**config.mk**
```make
export PLATFORM = sky130hd
export DESIGN_NAME = pcs_rx_lane
export DESIGN_NICKNAME = d
export VERILOG_FILES = /design/src/pcs_rx_pkg.sv /design/src/block_sync.sv /design/src/ber_monitor.sv /design/src/pcs_rx_regs.sv /design/src/pcs_rx_lane.sv
export SDC_FILE = /design/constraint.sdc
export NUM_CORES = 1
export LEC_CHECK = 0
export BUFFER_PORTS_ARGS = -buffer_cell sky130_fd_sc_hd__buf_2
export CAP_MARGIN = 10
export CORE_ASPECT_RATIO = 1.5
export CORE_MARGIN = 2
export CORE_UTILIZATION = 35
export DETAILED_ROUTE_END_ITERATION = 7
export MAX_ROUTING_LAYER = met4
export RECOVER_POWER = 100
export SYNTH_ARGS = -nofsm -noshare
export SYNTH_HDL_FRONTEND = slang
export SYNTH_SLANG_ARGS = --single-unit
```
**constraint.sdc**
```tcl
create_clock -name i_clock -period 3.4 [get_ports i_clock]
set_input_delay 1.02 -clock i_clock [delete_from_list [all_inputs] [get_ports i_clock]]
set_output_delay 1.02 -clock i_clock [all_outputs]
set_load 0.02 [all_outputs]
```
**src/pcs_rx_pkg.sv**
```systemverilog
package pcs_rx_pkg;

        // Sync header of one 66-bit block. Only 01 and 10 are legal.
        typedef logic [1:0] sync_header_t;

        // Invalid header count inside one BER window.
        typedef logic [6:0] ber_count_t;

        // Position of the current block inside the BER window.
        typedef logic [9:0] window_count_t;

        // Header and invalid header counts of the lock state machine.
        typedef logic [5:0] lock_count_t;

        typedef logic [1:0] reg_addr_t;
        typedef logic [7:0] reg_data_t;

        localparam int HI_BER_VALUE     = 97;
        localparam int XUS_TIMER_WINDOW = 1024;
        localparam int LOCK_GOOD_COUNT  = 64;
        localparam int UNLOCK_BAD_COUNT = 16;

        // Host register map.
        localparam reg_addr_t REG_CONTROL   = 2'd0;
        localparam reg_addr_t REG_STATUS    = 2'd1;
        localparam reg_addr_t REG_ERR_COUNT = 2'd2;

endpackage

```
**src/block_sync.sv**
```systemverilog
`timescale 1ns/100ps

module block_sync
(
        input  logic                     i_clock,
        input  logic                     i_arst_n,
        input  logic                     i_block_valid,
        input  pcs_rx_pkg::sync_header_t i_sync_header,
        output logic                     o_block_strobe,
        output logic                     o_header_valid,
        output logic                     o_block_lock,
        output logic                     o_slip
);

        import pcs_rx_pkg::*;

        typedef enum logic [1:0]
        {
                LOCK_INIT,
                TEST_SH,
                GOOD_64,
                SLIP
        } state_t;

        localparam lock_count_t LAST_HEADER  = lock_count_t'(LOCK_GOOD_COUNT - 1);
        localparam lock_count_t LAST_INVALID = lock_count_t'(UNLOCK_BAD_COUNT - 1);

        state_t      state;
        state_t      next_state;
        lock_count_t sh_cnt;
        lock_count_t next_sh_cnt;
        lock_count_t sh_invld_cnt;
        lock_count_t next_sh_invld_cnt;
        logic        block_lock_next;
        logic        slip_next;

        // A header is legal when its two bits differ.
        always_ff @(posedge i_clock or negedge i_arst_n)
        begin
                if (!i_arst_n)
                begin
                        o_block_strobe <= 1'b0;
                        o_header_valid <= 1'b0;
                end
                else
                begin
                        o_block_strobe <= i_block_valid;
                        o_header_valid <= i_sync_header[1] ^ i_sync_header[0];
                end
        end

        // The lock decision works on the registered strobe and flag.
        always_comb
        begin
                next_state        = state;
                next_sh_cnt       = sh_cnt;
                next_sh_invld_cnt = sh_invld_cnt;
                block_lock_next   = o_block_lock;
                slip_next         = 1'b0;

                if (o_block_strobe)
                begin
                        if (!o_header_valid && (!o_block_lock || sh_invld_cnt == LAST_INVALID))
                        begin
                                // Hunting, or too many bad headers in this span.
                                next_state        = SLIP;
                                next_sh_cnt       = '0;
                                next_sh_invld_cnt = '0;
                                block_lock_next   = 1'b0;
                                slip_next         = 1'b1;
                        end
                        else if (sh_cnt == LAST_HEADER)
                        begin
                                next_state        = GOOD_64;
                                next_sh_cnt       = '0;
                                next_sh_invld_cnt = '0;
                                block_lock_next   = 1'b1;
                        end
                        else
                        begin
                                next_state  = TEST_SH;
                                next_sh_cnt = sh_cnt + lock_count_t'(1);
                                if (!o_header_valid)
                                        next_sh_invld_cnt = sh_invld_cnt + lock_count_t'(1);
                        end
                end
                else
                begin
                        case (state)
                                GOOD_64,
                                SLIP:
                                        next_state = TEST_SH;
                                default:
                                        next_state = state;
                        endcase
                end
        end

        always_ff @(posedge i_clock or negedge i_arst_n)
        begin
                if (!i_arst_n)
                begin
                        state        <= LOCK_INIT;
                        sh_cnt       <= '0;
                        sh_invld_cnt <= '0;
                        o_block_lock <= 1'b0;
                        o_slip       <= 1'b0;
                end
                else
                begin
                        state        <= next_state;
                        sh_cnt       <= next_sh_cnt;
                        sh_invld_cnt <= next_sh_invld_cnt;
                        o_block_lock <= block_lock_next;
                        o_slip       <= slip_next;
                end
        end

endmodule

```
**src/ber_monitor.sv**
```systemverilog
`timescale 1ns/100ps

module ber_monitor
(
        input  logic i_clock,
        input  logic i_arst_n,
        input  logic i_block_strobe,
        input  logic i_header_valid,
        input  logic i_block_lock,
        input  logic i_deskew_done,
        input  logic i_test_mode,
        output logic o_hi_ber
);

        import pcs_rx_pkg::*;

        typedef enum logic [1:0]
        {
                INIT,
                TEST,
                HI_BER
        } state_t;

        localparam window_count_t WINDOW_LAST = window_count_t'(XUS_TIMER_WINDOW - 1);
        localparam ber_count_t    BER_LIMIT   = ber_count_t'(HI_BER_VALUE);

        state_t        state;
        state_t        next_state;
        ber_count_t    ber_cnt;
        ber_count_t    ber_sum;
        ber_count_t    next_ber_cnt;
        window_count_t xus_timer;
        window_count_t next_xus_timer;
        logic          hi_ber_next;
        logic          count_en;
        logic          window_end;
        logic          ber_hit;

        assign count_en   = i_block_strobe && i_block_lock && (state != INIT);
        assign window_end = count_en && !i_test_mode && (xus_timer == WINDOW_LAST);

        // The error count saturates at the threshold.
        always_comb
        begin
                ber_sum = ber_cnt;
                if (count_en && !i_header_valid && ber_cnt != BER_LIMIT)
                        ber_sum = ber_cnt + ber_count_t'(1);
        end

        assign ber_hit      = (ber_sum == BER_LIMIT);
        assign next_ber_cnt = window_end ? '0 : ber_sum;

        // Test mode holds the timer, so the window never closes.
        always_comb
        begin
                next_xus_timer = xus_timer;
                if (window_end)
                        next_xus_timer = '0;
                else if (count_en && !i_test_mode)
                        next_xus_timer = xus_timer + window_count_t'(1);
        end

        always_comb
        begin
                next_state  = state;
                hi_ber_next = o_hi_ber;

                case (state)
                        INIT:
                        begin
                                if (i_block_strobe)
                                        next_state = TEST;
                        end
                        TEST:
                        begin
                                if (count_en && ber_hit)
                                begin
                                        next_state  = HI_BER;
                                        hi_ber_next = 1'b1;
                                end
                                else if (window_end)
                                        hi_ber_next = 1'b0;
                        end
                        HI_BER:
                        begin
                                if (window_end)
                                        next_state = TEST;
                        end
                        default:
                                next_state = INIT;
                endcase
        end

        always_ff @(posedge i_clock or negedge i_arst_n)
        begin
                if (!i_arst_n)
                begin
                        state     <= INIT;
                        ber_cnt   <= '0;
                        xus_timer <= '0;
                        o_hi_ber  <= 1'b0;
                end
                else if (!i_deskew_done)
                begin
                        state     <= INIT;
                        ber_cnt   <= '0;
                        xus_timer <= '0;
                        o_hi_ber  <= 1'b0;
                end
                else
                begin
                        state     <= next_state;
                        ber_cnt   <= next_ber_cnt;
                        xus_timer <= next_xus_timer;
                        o_hi_ber  <= hi_ber_next;
                end
        end

endmodule

```
**src/pcs_rx_regs.sv**
```systemverilog
`timescale 1ns/100ps

module pcs_rx_regs
(
        input  logic                  i_clock,
        input  logic                  i_arst_n,
        input  logic                  i_reg_write,
        input  logic                  i_reg_read,
        input  pcs_rx_pkg::reg_addr_t i_reg_addr,
        input  pcs_rx_pkg::reg_data_t i_reg_wdata,
        input  logic                  i_block_strobe,
        input  logic                  i_header_valid,
        input  logic                  i_block_lock,
        input  logic                  i_hi_ber,
        output logic                  o_test_mode,
        output pcs_rx_pkg::reg_data_t o_reg_rdata,
        output logic                  o_reg_rvalid
);

        import pcs_rx_pkg::*;

        reg_data_t err_count;
        logic      hi_ber_seen;
        logic      err_event;
        logic      read_status;
        logic      read_err_count;

        assign err_event      = i_block_strobe && i_block_lock && !i_header_valid;
        assign read_status    = i_reg_read && (i_reg_addr == REG_STATUS);
        assign read_err_count = i_reg_read && (i_reg_addr == REG_ERR_COUNT);

        always_ff @(posedge i_clock or negedge i_arst_n)
        begin
                if (!i_arst_n)
                begin
                        o_test_mode  <= 1'b0;
                        hi_ber_seen  <= 1'b0;
                        err_count    <= '0;
                        o_reg_rvalid <= 1'b0;
                end
                else
                begin
                        o_reg_rvalid <= i_reg_read;

                        if (i_reg_write && i_reg_addr == REG_CONTROL)
                                o_test_mode <= i_reg_wdata[0];

                        // A read clears the sticky bit unless hi_ber is still up.
                        if (read_status)
                                hi_ber_seen <= i_hi_ber;
                        else if (i_hi_ber)
                                hi_ber_seen <= 1'b1;

                        // An error in the same cycle as the read is kept.
                        if (read_err_count)
                                err_count <= reg_data_t'(err_event);
                        else if (err_event && err_count != '1)
                                err_count <= err_count + reg_data_t'(1);
                end
        end

        always_ff @(posedge i_clock)
        begin
                case (i_reg_addr)
                        REG_CONTROL:   o_reg_rdata <= {7'd0, o_test_mode};
                        REG_STATUS:    o_reg_rdata <= {5'd0, hi_ber_seen, i_hi_ber, i_block_lock};
                        REG_ERR_COUNT: o_reg_rdata <= err_count;
                        default:       o_reg_rdata <= '0;
                endcase
        end

endmodule

```
**src/pcs_rx_lane.sv**
```systemverilog
`timescale 1ns/100ps

module pcs_rx_lane
(
        input  logic                     i_clock,
        input  logic                     i_arst_n,
        input  logic                     i_block_valid,
        input  pcs_rx_pkg::sync_header_t i_sync_header,
        input  logic                     i_deskew_done,
        input  logic                     i_reg_write,
        input  logic                     i_reg_read,
        input  pcs_rx_pkg::reg_addr_t    i_reg_addr,
        input  pcs_rx_pkg::reg_data_t    i_reg_wdata,
        output logic                     o_slip,
        output logic                     o_block_lock,
        output logic                     o_hi_ber,
        output pcs_rx_pkg::reg_data_t    o_reg_rdata,
        output logic                     o_reg_rvalid
);

        logic block_strobe;
        logic header_valid;
        logic test_mode;

        block_sync u_block_sync
        (
                .i_clock        (i_clock),
                .i_arst_n       (i_arst_n),
                .i_block_valid  (i_block_valid),
                .i_sync_header  (i_sync_header),
                .o_block_strobe (block_strobe),
                .o_header_valid (header_valid),
                .o_block_lock   (o_block_lock),
                .o_slip         (o_slip)
        );

        ber_monitor u_ber_monitor
        (
                .i_clock        (i_clock),
                .i_arst_n       (i_arst_n),
                .i_block_strobe (block_strobe),
                .i_header_valid (header_valid),
                .i_block_lock   (o_block_lock),
                .i_deskew_done  (i_deskew_done),
                .i_test_mode    (test_mode),
                .o_hi_ber       (o_hi_ber)
        );

        pcs_rx_regs u_pcs_rx_regs
        (
                .i_clock        (i_clock),
                .i_arst_n       (i_arst_n),
                .i_reg_write    (i_reg_write),
                .i_reg_read     (i_reg_read),
                .i_reg_addr     (i_reg_addr),
                .i_reg_wdata    (i_reg_wdata),
                .i_block_strobe (block_strobe),
                .i_header_valid (header_valid),
                .i_block_lock   (o_block_lock),
                .i_hi_ber       (o_hi_ber),
                .o_test_mode    (test_mode),
                .o_reg_rdata    (o_reg_rdata),
                .o_reg_rvalid   (o_reg_rvalid)
        );

endmodule

```
==> metrics.log, run 1 <==
INFO  metric run_status = complete, no violations
INFO  metric first_iter_violations = 107
INFO  metric grt_pass1_wl = 8830 microns
INFO  metric num_vias = a little under 2,000
INFO  metric cts.sink_count = 55
INFO  metric post_synth_instance_area = 0.00267 sq mm
INFO  metric synth.distinct_cells = 50
INFO  metric grt.total_usage = 13.6%
INFO  metric hp-class = reg -> reg
INFO  metric globalRoute.busiestLayer = met2
INFO  metric fin_util = 40.0%
INFO  metric hold_viol = 0
INFO  metric max_cap_violations = 0
INFO  metric htreeDepth = 2
INFO  metric io-pin-count = 30
INFO  metric via_count_of_the_first_global_routing_pass = just under 2,000
INFO  metric totalWireLength = 4890 microns
INFO  metric critical_path.max_fanout = 17
INFO  metric start_kind = flip-flop
INFO  metric clock_tree_from_tritoncts = built
INFO  metric leakage_dissipation = 1.30 nW
INFO  metric synthCells = 263
INFO  metric syn_avg_cell_area = 10.2 sq um
INFO  metric synth_edf_count = 0
INFO  metric grt_max_degree = 25
INFO  metric crit-reg2reg-capture = u_ber_monitor.xus_timer[1]$_DFFE_PN0P_
INFO  metric design.core.area = 0.00751 sq mm
INFO  metric dpl.hpwl = around 3500 microns
INFO  metric synthesis.nets = 287
INFO  metric worst_endpoint_data_arrival_time = 2690 ps
INFO  metric clk-insertion-delay-late = 290 ps
INFO  metric row_count = 39
INFO  metric grt_setup_unrepaired = no
INFO  metric grt_use_met1 = 17.1%
INFO  metric number_of_diodes_added_for_antenna_fixing = 0
INFO  metric maxSlewHeadroom = 11.8%
INFO  metric die_width = approximately 75 microns
INFO  metric async_flop_share = 85.5%
INFO  metric final_cells = 390
INFO  metric synth_ff_type = dfrtp_1
INFO  metric yosys.area.top_type = dfrtp_1
INFO  metric cts_repair_resize_count = 0
INFO  metric ys_top_cells_by_count = dfrtp_1, nor2_1, nand2_1, xor2_1, nand3_1
INFO  metric clk_path_buf_depth = 2
INFO  metric area_delta_synth_final = 12.5%
INFO  metric route.detailed.vias_per_inst = 4.96
INFO  metric numnets_final = 311
INFO  metric actual_transition_at_the_worst_max_transition_pin = between 1000 and 1500 ps
INFO  metric fin_worst_skew = between 8 and 9 ps
INFO  metric drc_errors = 0
INFO  metric setup_viol = 0
INFO  metric cts_root_buf = clkbuf_16
INFO  metric required = 3550 ps
INFO  metric criticalPathCategory = reg -> reg
INFO  metric share_of_cells_above_drive_strength_1 = about 8.7%
INFO  metric synth_area_leaders = dfrtp_1, dfxtp_1, nor2_1
INFO  metric cts_made_buffers = 5
INFO  metric timing.setup.tns = 0 ps
INFO  metric fin_crit = 2540 ps
INFO  metric rrSetupSlack = 860 ps
INFO  metric ys_ff_latch = 55
INFO  metric die_height = roughly 110 microns
INFO  metric synth_seq_area_share = 50.0%
INFO  metric start_util = between 30% and 40%
INFO  metric crit-reg2reg-launch = u_block_sync.o_block_strobe$_DFF_PN0_
INFO  metric vdd.ir_drop.worst = 216 uV
INFO  metric routed_wire_length_per_instance = 12.5 microns
INFO  metric routabilityCongestion = 0.782
INFO  metric groute.layer.met3.usage = under 10%
INFO  metric place.port_buffers = 22
INFO  metric cts.clk_slew.worst_paths = 70 ps
INFO  metric max_freq = between 300 and 400 MHz
INFO  metric dr.pass1.iters = 4
INFO  metric hold_path_startpoint = u_pcs_rx_regs.hi_ber_seen$_DFFE_PN0P_
INFO  metric holdPathEnd = u_pcs_rx_regs.hi_ber_seen$_DFFE_PN0P_
INFO  metric holdWs = 491 ps
INFO  metric yosys.cell_count.top_type = dfrtp_1
INFO  metric gr-usage-met2 = 21.6%
INFO  metric layout_worst_path_cycle_share = 74.6%
INFO  metric rr_worst_depth = 5
INFO  metric yosysWarnings = 0
INFO  metric endpoint_kind = flip-flop
INFO  metric detail-route-antenna-nets = 0
INFO  metric place.detailed.instances = 382
INFO  metric die_area = roughly 0.0084 sq mm
INFO  metric slew_viol_final = 0
INFO  metric post_cts_buffers = 0
INFO  metric antenna_violations_before_repair = 0
INFO  metric pwr_density_cell = approximately 420 mW/mm^2
INFO  metric cts.hold.buffers_added = 0
INFO  metric post-synth-top-area-fraction = 44.0%
INFO  metric timing.hold.worst_path_depth = 1
INFO  metric grt.overflow.total = 0
==> cells in the final DEF, fill, tap and decap left out, types with 2 or more instances in the layout <==
cell type	n
dfrtp_1	47
a22o_1	3
a21oi_1	4
nor2_1	37
or3_1	5
o31ai_1	2
nor2b_1	2
mux2i_1	4
and3_1	7
buf_2	6
nand3b_1	4
dfxtp_1	8
clkbuf_1	17
mux2_2	3
xnor2_1	11
nand3_1	13
o21ai_0	8
xor2_1	15
o211ai_1	2
clkbuf_16	5
and2_1	4
a21o_1	2
nand4_1	9
nand2_1	20
inv_1	9
nor4b_1	2
and2_0	6
ha_1	6
clkinv_4	2
==> registers in the layout, summed over array words and instances (netlist names) <==
signal,count
u_ber_monitor.xus_timer,10
u_pcs_rx_regs.err_count,8
u_pcs_rx_regs.o_reg_rdata,8
u_ber_monitor.ber_cnt,7
u_block_sync.sh_cnt,6
u_block_sync.sh_invld_cnt,6
u_ber_monitor.state,2
u_ber_monitor.o_hi_ber,1
u_block_sync.o_block_lock,1
u_block_sync.o_block_strobe,1
u_block_sync.o_header_valid,1
u_block_sync.o_slip,1
u_pcs_rx_regs.hi_ber_seen,1
u_pcs_rx_regs.o_reg_rvalid,1
u_pcs_rx_regs.o_test_mode,1
==> report_power, final <==
group / switching, W / internal [W]
clock: 0.000228 / 0.000276
sequential: 0.0000187 / 0.000669
combinational: 0.0000441 / 0.0000240
total: 0.000291 / 0.000969
==> worst max-delay path: stages, from the launching register on <==
cell and delay (ps):
dfrtp_1 660, o211ai_1 330, or2_0 370, or3_1 430, nand2_1 440, o21ai_0 160
==> layer usage <==
metal	wire length, microns	vias up
met4	84	0
met3	120	7
li1	-	965
met1	2260	933
met5	0	-
met2	2430	31
==> metrics by stage <==
stage	worst slack, ps	instance area [sq um]	power (W)
6_report	862	3000	0.00126
5_1_grt	638	3000	0.00131
4_1_cts	960	3030	0.00128
3_5_place_dp	957	2890	0.000773
3_3_place_gp	970	2890	0.000773
2_1_floorplan	1380	2670	0.000741
==> area by class of cell <==
class / instances / area (sq um)
clock buffers: 6 / 129
clock inverters: 2 / 17.5
fillers: 774 / 4510
inverters: 9 / 33.8
multi-input cells: 192 / 1260
flip-flops and latches: 55 / 1340
well taps: 102 / 128
repair buffers: 24 / 103
==> worst max path at each step <==
| stage | depth (start not counted) | slack [ps] | endpoint | from |
|---|---|---|---|---|
| floorplan | 5 | 1380 | u_pcs_rx_regs.err_count[0]$_DFFE_PN0P_ | i_reg_addr[1] |
| global route | 5 | 640 | u_ber_monitor.xus_timer[1]$_DFFE_PN0P_ | u_block_sync.o_block_strobe$_DFF_PN0_ |
| finish | 5 | 860 | u_ber_monitor.xus_timer[1]$_DFFE_PN0P_ | u_block_sync.o_block_strobe$_DFF_PN0_ |
| detailed placement | 5 | 960 | u_ber_monitor.xus_timer[1]$_DFFE_PN0P_ | u_block_sync.o_block_strobe$_DFF_PN0_ |
| CTS | 5 | 960 | u_ber_monitor.xus_timer[1]$_DFFE_PN0P_ | u_block_sync.o_block_strobe$_DFF_PN0_ |
| global placement | 5 | 970 | u_ber_monitor.xus_timer[1]$_DFFE_PN0P_ | u_block_sync.o_block_strobe$_DFF_PN0_ |
==> kinds of logic after synthesis <==
family                   count (synthesis)  synth area share, %
multiplexers                             8                 3.19
adder cells (fa/ha/maj)                  6                 2.81
AND/OR/NAND/NOR                        120                 23.3
flip-flops                              55                 50.0
buffers and inverters                   16                 2.67
XOR/XNOR                                26                 8.53
AO/OA/AOI/OAI                           32                 9.42
(Power assumes the default switching activity.)
==> run 2, diff against run 1 <==
==> constraint.sdc (replaced) <==
create_clock -name i_clock -period 2.2 [get_ports i_clock]
set_input_delay 0.66 -clock i_clock [delete_from_list [all_inputs] [get_ports i_clock]]
set_output_delay 0.66 -clock i_clock [all_outputs]
set_load 0.02 [all_outputs]
==> run 2 against run 1 <==
Global-route usage decreased by 0.37 points. Utilization increased by 0.33 points. Largest cell class unchanged. Highest routed layer unchanged. Cell count increased by 1.5%. Total power increased by 53%. Combinational power increased by 69%. Critical path type unchanged. Clock skew decreased by 3.4 ps.
==> metrics.log, run 2 (synthesized netlist as in run 1, its figures left out) <==
INFO  metric run_status = complete, no violations
INFO  metric num-fill-cells = 781
INFO  metric worst_path_max_delay_cell = dfrtp_1
INFO  metric hold_viol = 0
INFO  metric num_vias = ~2,000
INFO  metric grt_pass1_wl = 8620 microns
INFO  metric setup_viol = 0
INFO  metric max_stage_delay = 490 ps
INFO  metric grt_max_degree = 19
INFO  metric endpoint_kind = flip-flop
INFO  metric largest_register_ff_count = 10
INFO  metric required = 2380 ps
INFO  metric dr.pass1.iters = 4
INFO  metric maxSlewHeadroom = 34.6%
INFO  metric fin_crit = between 1500 and 2000 ps
INFO  metric die_area = ~0.0084 sq mm
INFO  metric rrSetupSlack = 220 ps
INFO  metric layout_commonest_cell = dfrtp_1
INFO  metric start_util = 35.5%
INFO  metric die_height = 111 microns
INFO  metric timing.setup.tns = 0 ps
INFO  metric fin_worst_skew = between 5 and 6 ps
INFO  metric hp-class = in -> reg
INFO  metric largest_registers = u_ber_monitor.xus_timer (10), u_pcs_rx_regs.err_count (8), u_pcs_rx_regs.o_reg_rdata (8)
INFO  metric route.detailed.vias_per_inst = 4.94
INFO  metric grt_setup_unrepaired = no
INFO  metric drc_errors = 0
INFO  metric max_cap_violations = 0
INFO  metric cts_root_buf = clkbuf_16
INFO  metric actual_transition_at_the_worst_max_transition_pin = 981 ps
INFO  metric clk_path_buf_depth = 2
INFO  metric slew_viol_final = 0
INFO  metric cts.clk_slew.worst_paths = 70 ps
INFO  metric holdWs = ~470 ps
INFO  metric totalWireLength = slightly below 5000 microns
INFO  metric post-route-worst-setup-slack = 216 ps
INFO  metric via_count_of_the_first_global_routing_pass = 1,892
INFO  metric row_count = 39
INFO  metric start_kind = flip-flop
INFO  metric antenna_violations_before_repair = 0
INFO  metric design.core.area = about 0.0075 sq mm
INFO  metric dpl.hpwl = 3700 microns
INFO  metric crit_path_cell_trace = o211ai_1 -> or2_0 -> or3_1 -> nand2_1 -> clkbuf_2 -> nor2_1
INFO  metric grt.total_usage = between 10% and 20%
INFO  metric routabilityCongestion = 0.828
INFO  metric die_width = around 75 microns
INFO  metric criticalPathCategory = reg -> reg
INFO  metric io-pin-count = 30
INFO  metric cts_made_buffers = 5
INFO  metric grt.overflow.total = 0
INFO  metric clock_tree_from_tritoncts = built
INFO  metric critical_path.max_fanout = 7
INFO  metric number_of_diodes_added_for_antenna_fixing = 0
INFO  metric max_freq = 504 MHz
INFO  metric numnets_final = 317
INFO  metric pre_cts_slack = about 15 ps
INFO  metric mostFrequentLayoutCells = dfrtp_1, nor2_1, nand2_1
INFO  metric vdd.ir_drop.worst = 364 uV
INFO  metric leakage_dissipation = roughly 1.3 nW
INFO  metric worst_endpoint_data_arrival_time = 2160 ps
INFO  metric registers.top_by_ff_count = u_ber_monitor.xus_timer
INFO  metric first_iter_violations = between 80 and 90
INFO  metric area_delta_synth_final = 13.4%
INFO  metric htreeDepth = 2
INFO  metric detail-route-antenna-nets = 0
INFO  metric clk-insertion-delay-late = 290 ps
INFO  metric place.port_buffers = 22
INFO  metric layout_worst_path_cycle_share = around 90%
INFO  metric share_of_cells_above_drive_strength_1 = between 9 and 10%
INFO  metric routed_wire_length_per_instance = 12.6 microns
INFO  metric pwr_density_cell = 636 mW/mm^2
INFO  metric cts.sink_count = 55
## run 2: cell count changes in the layout (fill, tap and decap cells not counted), sizes merged
cell	before	now
clkinv	2	1
clkbuf	23	27
buf	7	10
## run 2: final cells by class
class / count / area, sq um / share of cell area (%)
Timing Repair Buffer: 30 / 136 / 4.50
Tap cell: 102 / 128 / 4.21
Clock buffer: 7 / 133 / 4.38
Inverter: 9 / 33.8 / 1.12
Sequential cell: 55 / 1340 / 44.1
Clock inverter: 1 / 5.00 / 0.165
Multi-Input combinational cell: 192 / 1260 / 41.5
## run 2: routing by layer
metal	track usage [%]	vias up	share of wire (%)
met2	22.1	36	52
met5	-	-	0
met3	2.73	2	3.7
met4	3.27	0	0.70
li1	-	976	-
met1	16.0	941	44
## run 2: stage by stage
step	util (%)	instances	power (W)	cell area (sq um)
after floorplan	-	263	0.00114	2670
after global placement	39.0	388	0.00120	2930
after detailed placement	39.0	388	0.00120	2930
after CTS	40.9	396	0.00197	3070
after global routing	40.3	396	0.00202	3030
final	40.3	396	0.00193	3030
## run 2: path summary, 6_finish.rpt
kind / from / to / cells after the start
worst max-delay path: u_block_sync.o_block_lock$_DFFE_PN0P_ / u_ber_monitor.xus_timer[4]$_DFFE_PN0P_ / 6
worst min-delay path: i_block_valid / u_block_sync.o_block_strobe$_DFF_PN0_ / 1
worst max register to register: u_block_sync.o_block_lock$_DFFE_PN0P_ / u_ber_monitor.xus_timer[4]$_DFFE_PN0P_ / 6
worst min register to register: u_pcs_rx_regs.hi_ber_seen$_DFFE_PN0P_ / u_pcs_rx_regs.hi_ber_seen$_DFFE_PN0P_ / 1
max in group asynchronous: i_arst_n / u_ber_monitor.xus_timer[2]$_DFFE_PN0P_ / 2
min in group asynchronous: i_arst_n / u_block_sync.sh_cnt[5]$_DFFE_PN0P_ / 1
## run 2: worst max-delay path: cells and delay by family, from the launching register on
| family | cells | cell delay [ps] |
|---|---|---|
| AND/OR/NAND/NOR | 4 | 1000 |
| AO/OA/AOI/OAI | 1 | 200 |
| flip-flops | 1 | 490 |
| buffers and inverters | 1 | 190 |
## run 2: timing repair
action | in CTS | in global routing
setup buffers | 0 | 0
hold buffers | 0 | 0
gates resized for setup | 1 | 0
endpoints found under the setup margin | 1 | 0
endpoints found under the hold margin | 0 | 0
## run 2: report_power, final
group / internal [W] / total, W / switching [W]
Clock: 0.000421 / 0.000752 / 0.000331
Sequential: 0.00103 / 0.00106 / 0.0000251
Combinational: 0.0000418 / 0.000115 / 0.0000730
Total: 0.00150 / 0.00193 / 0.000429
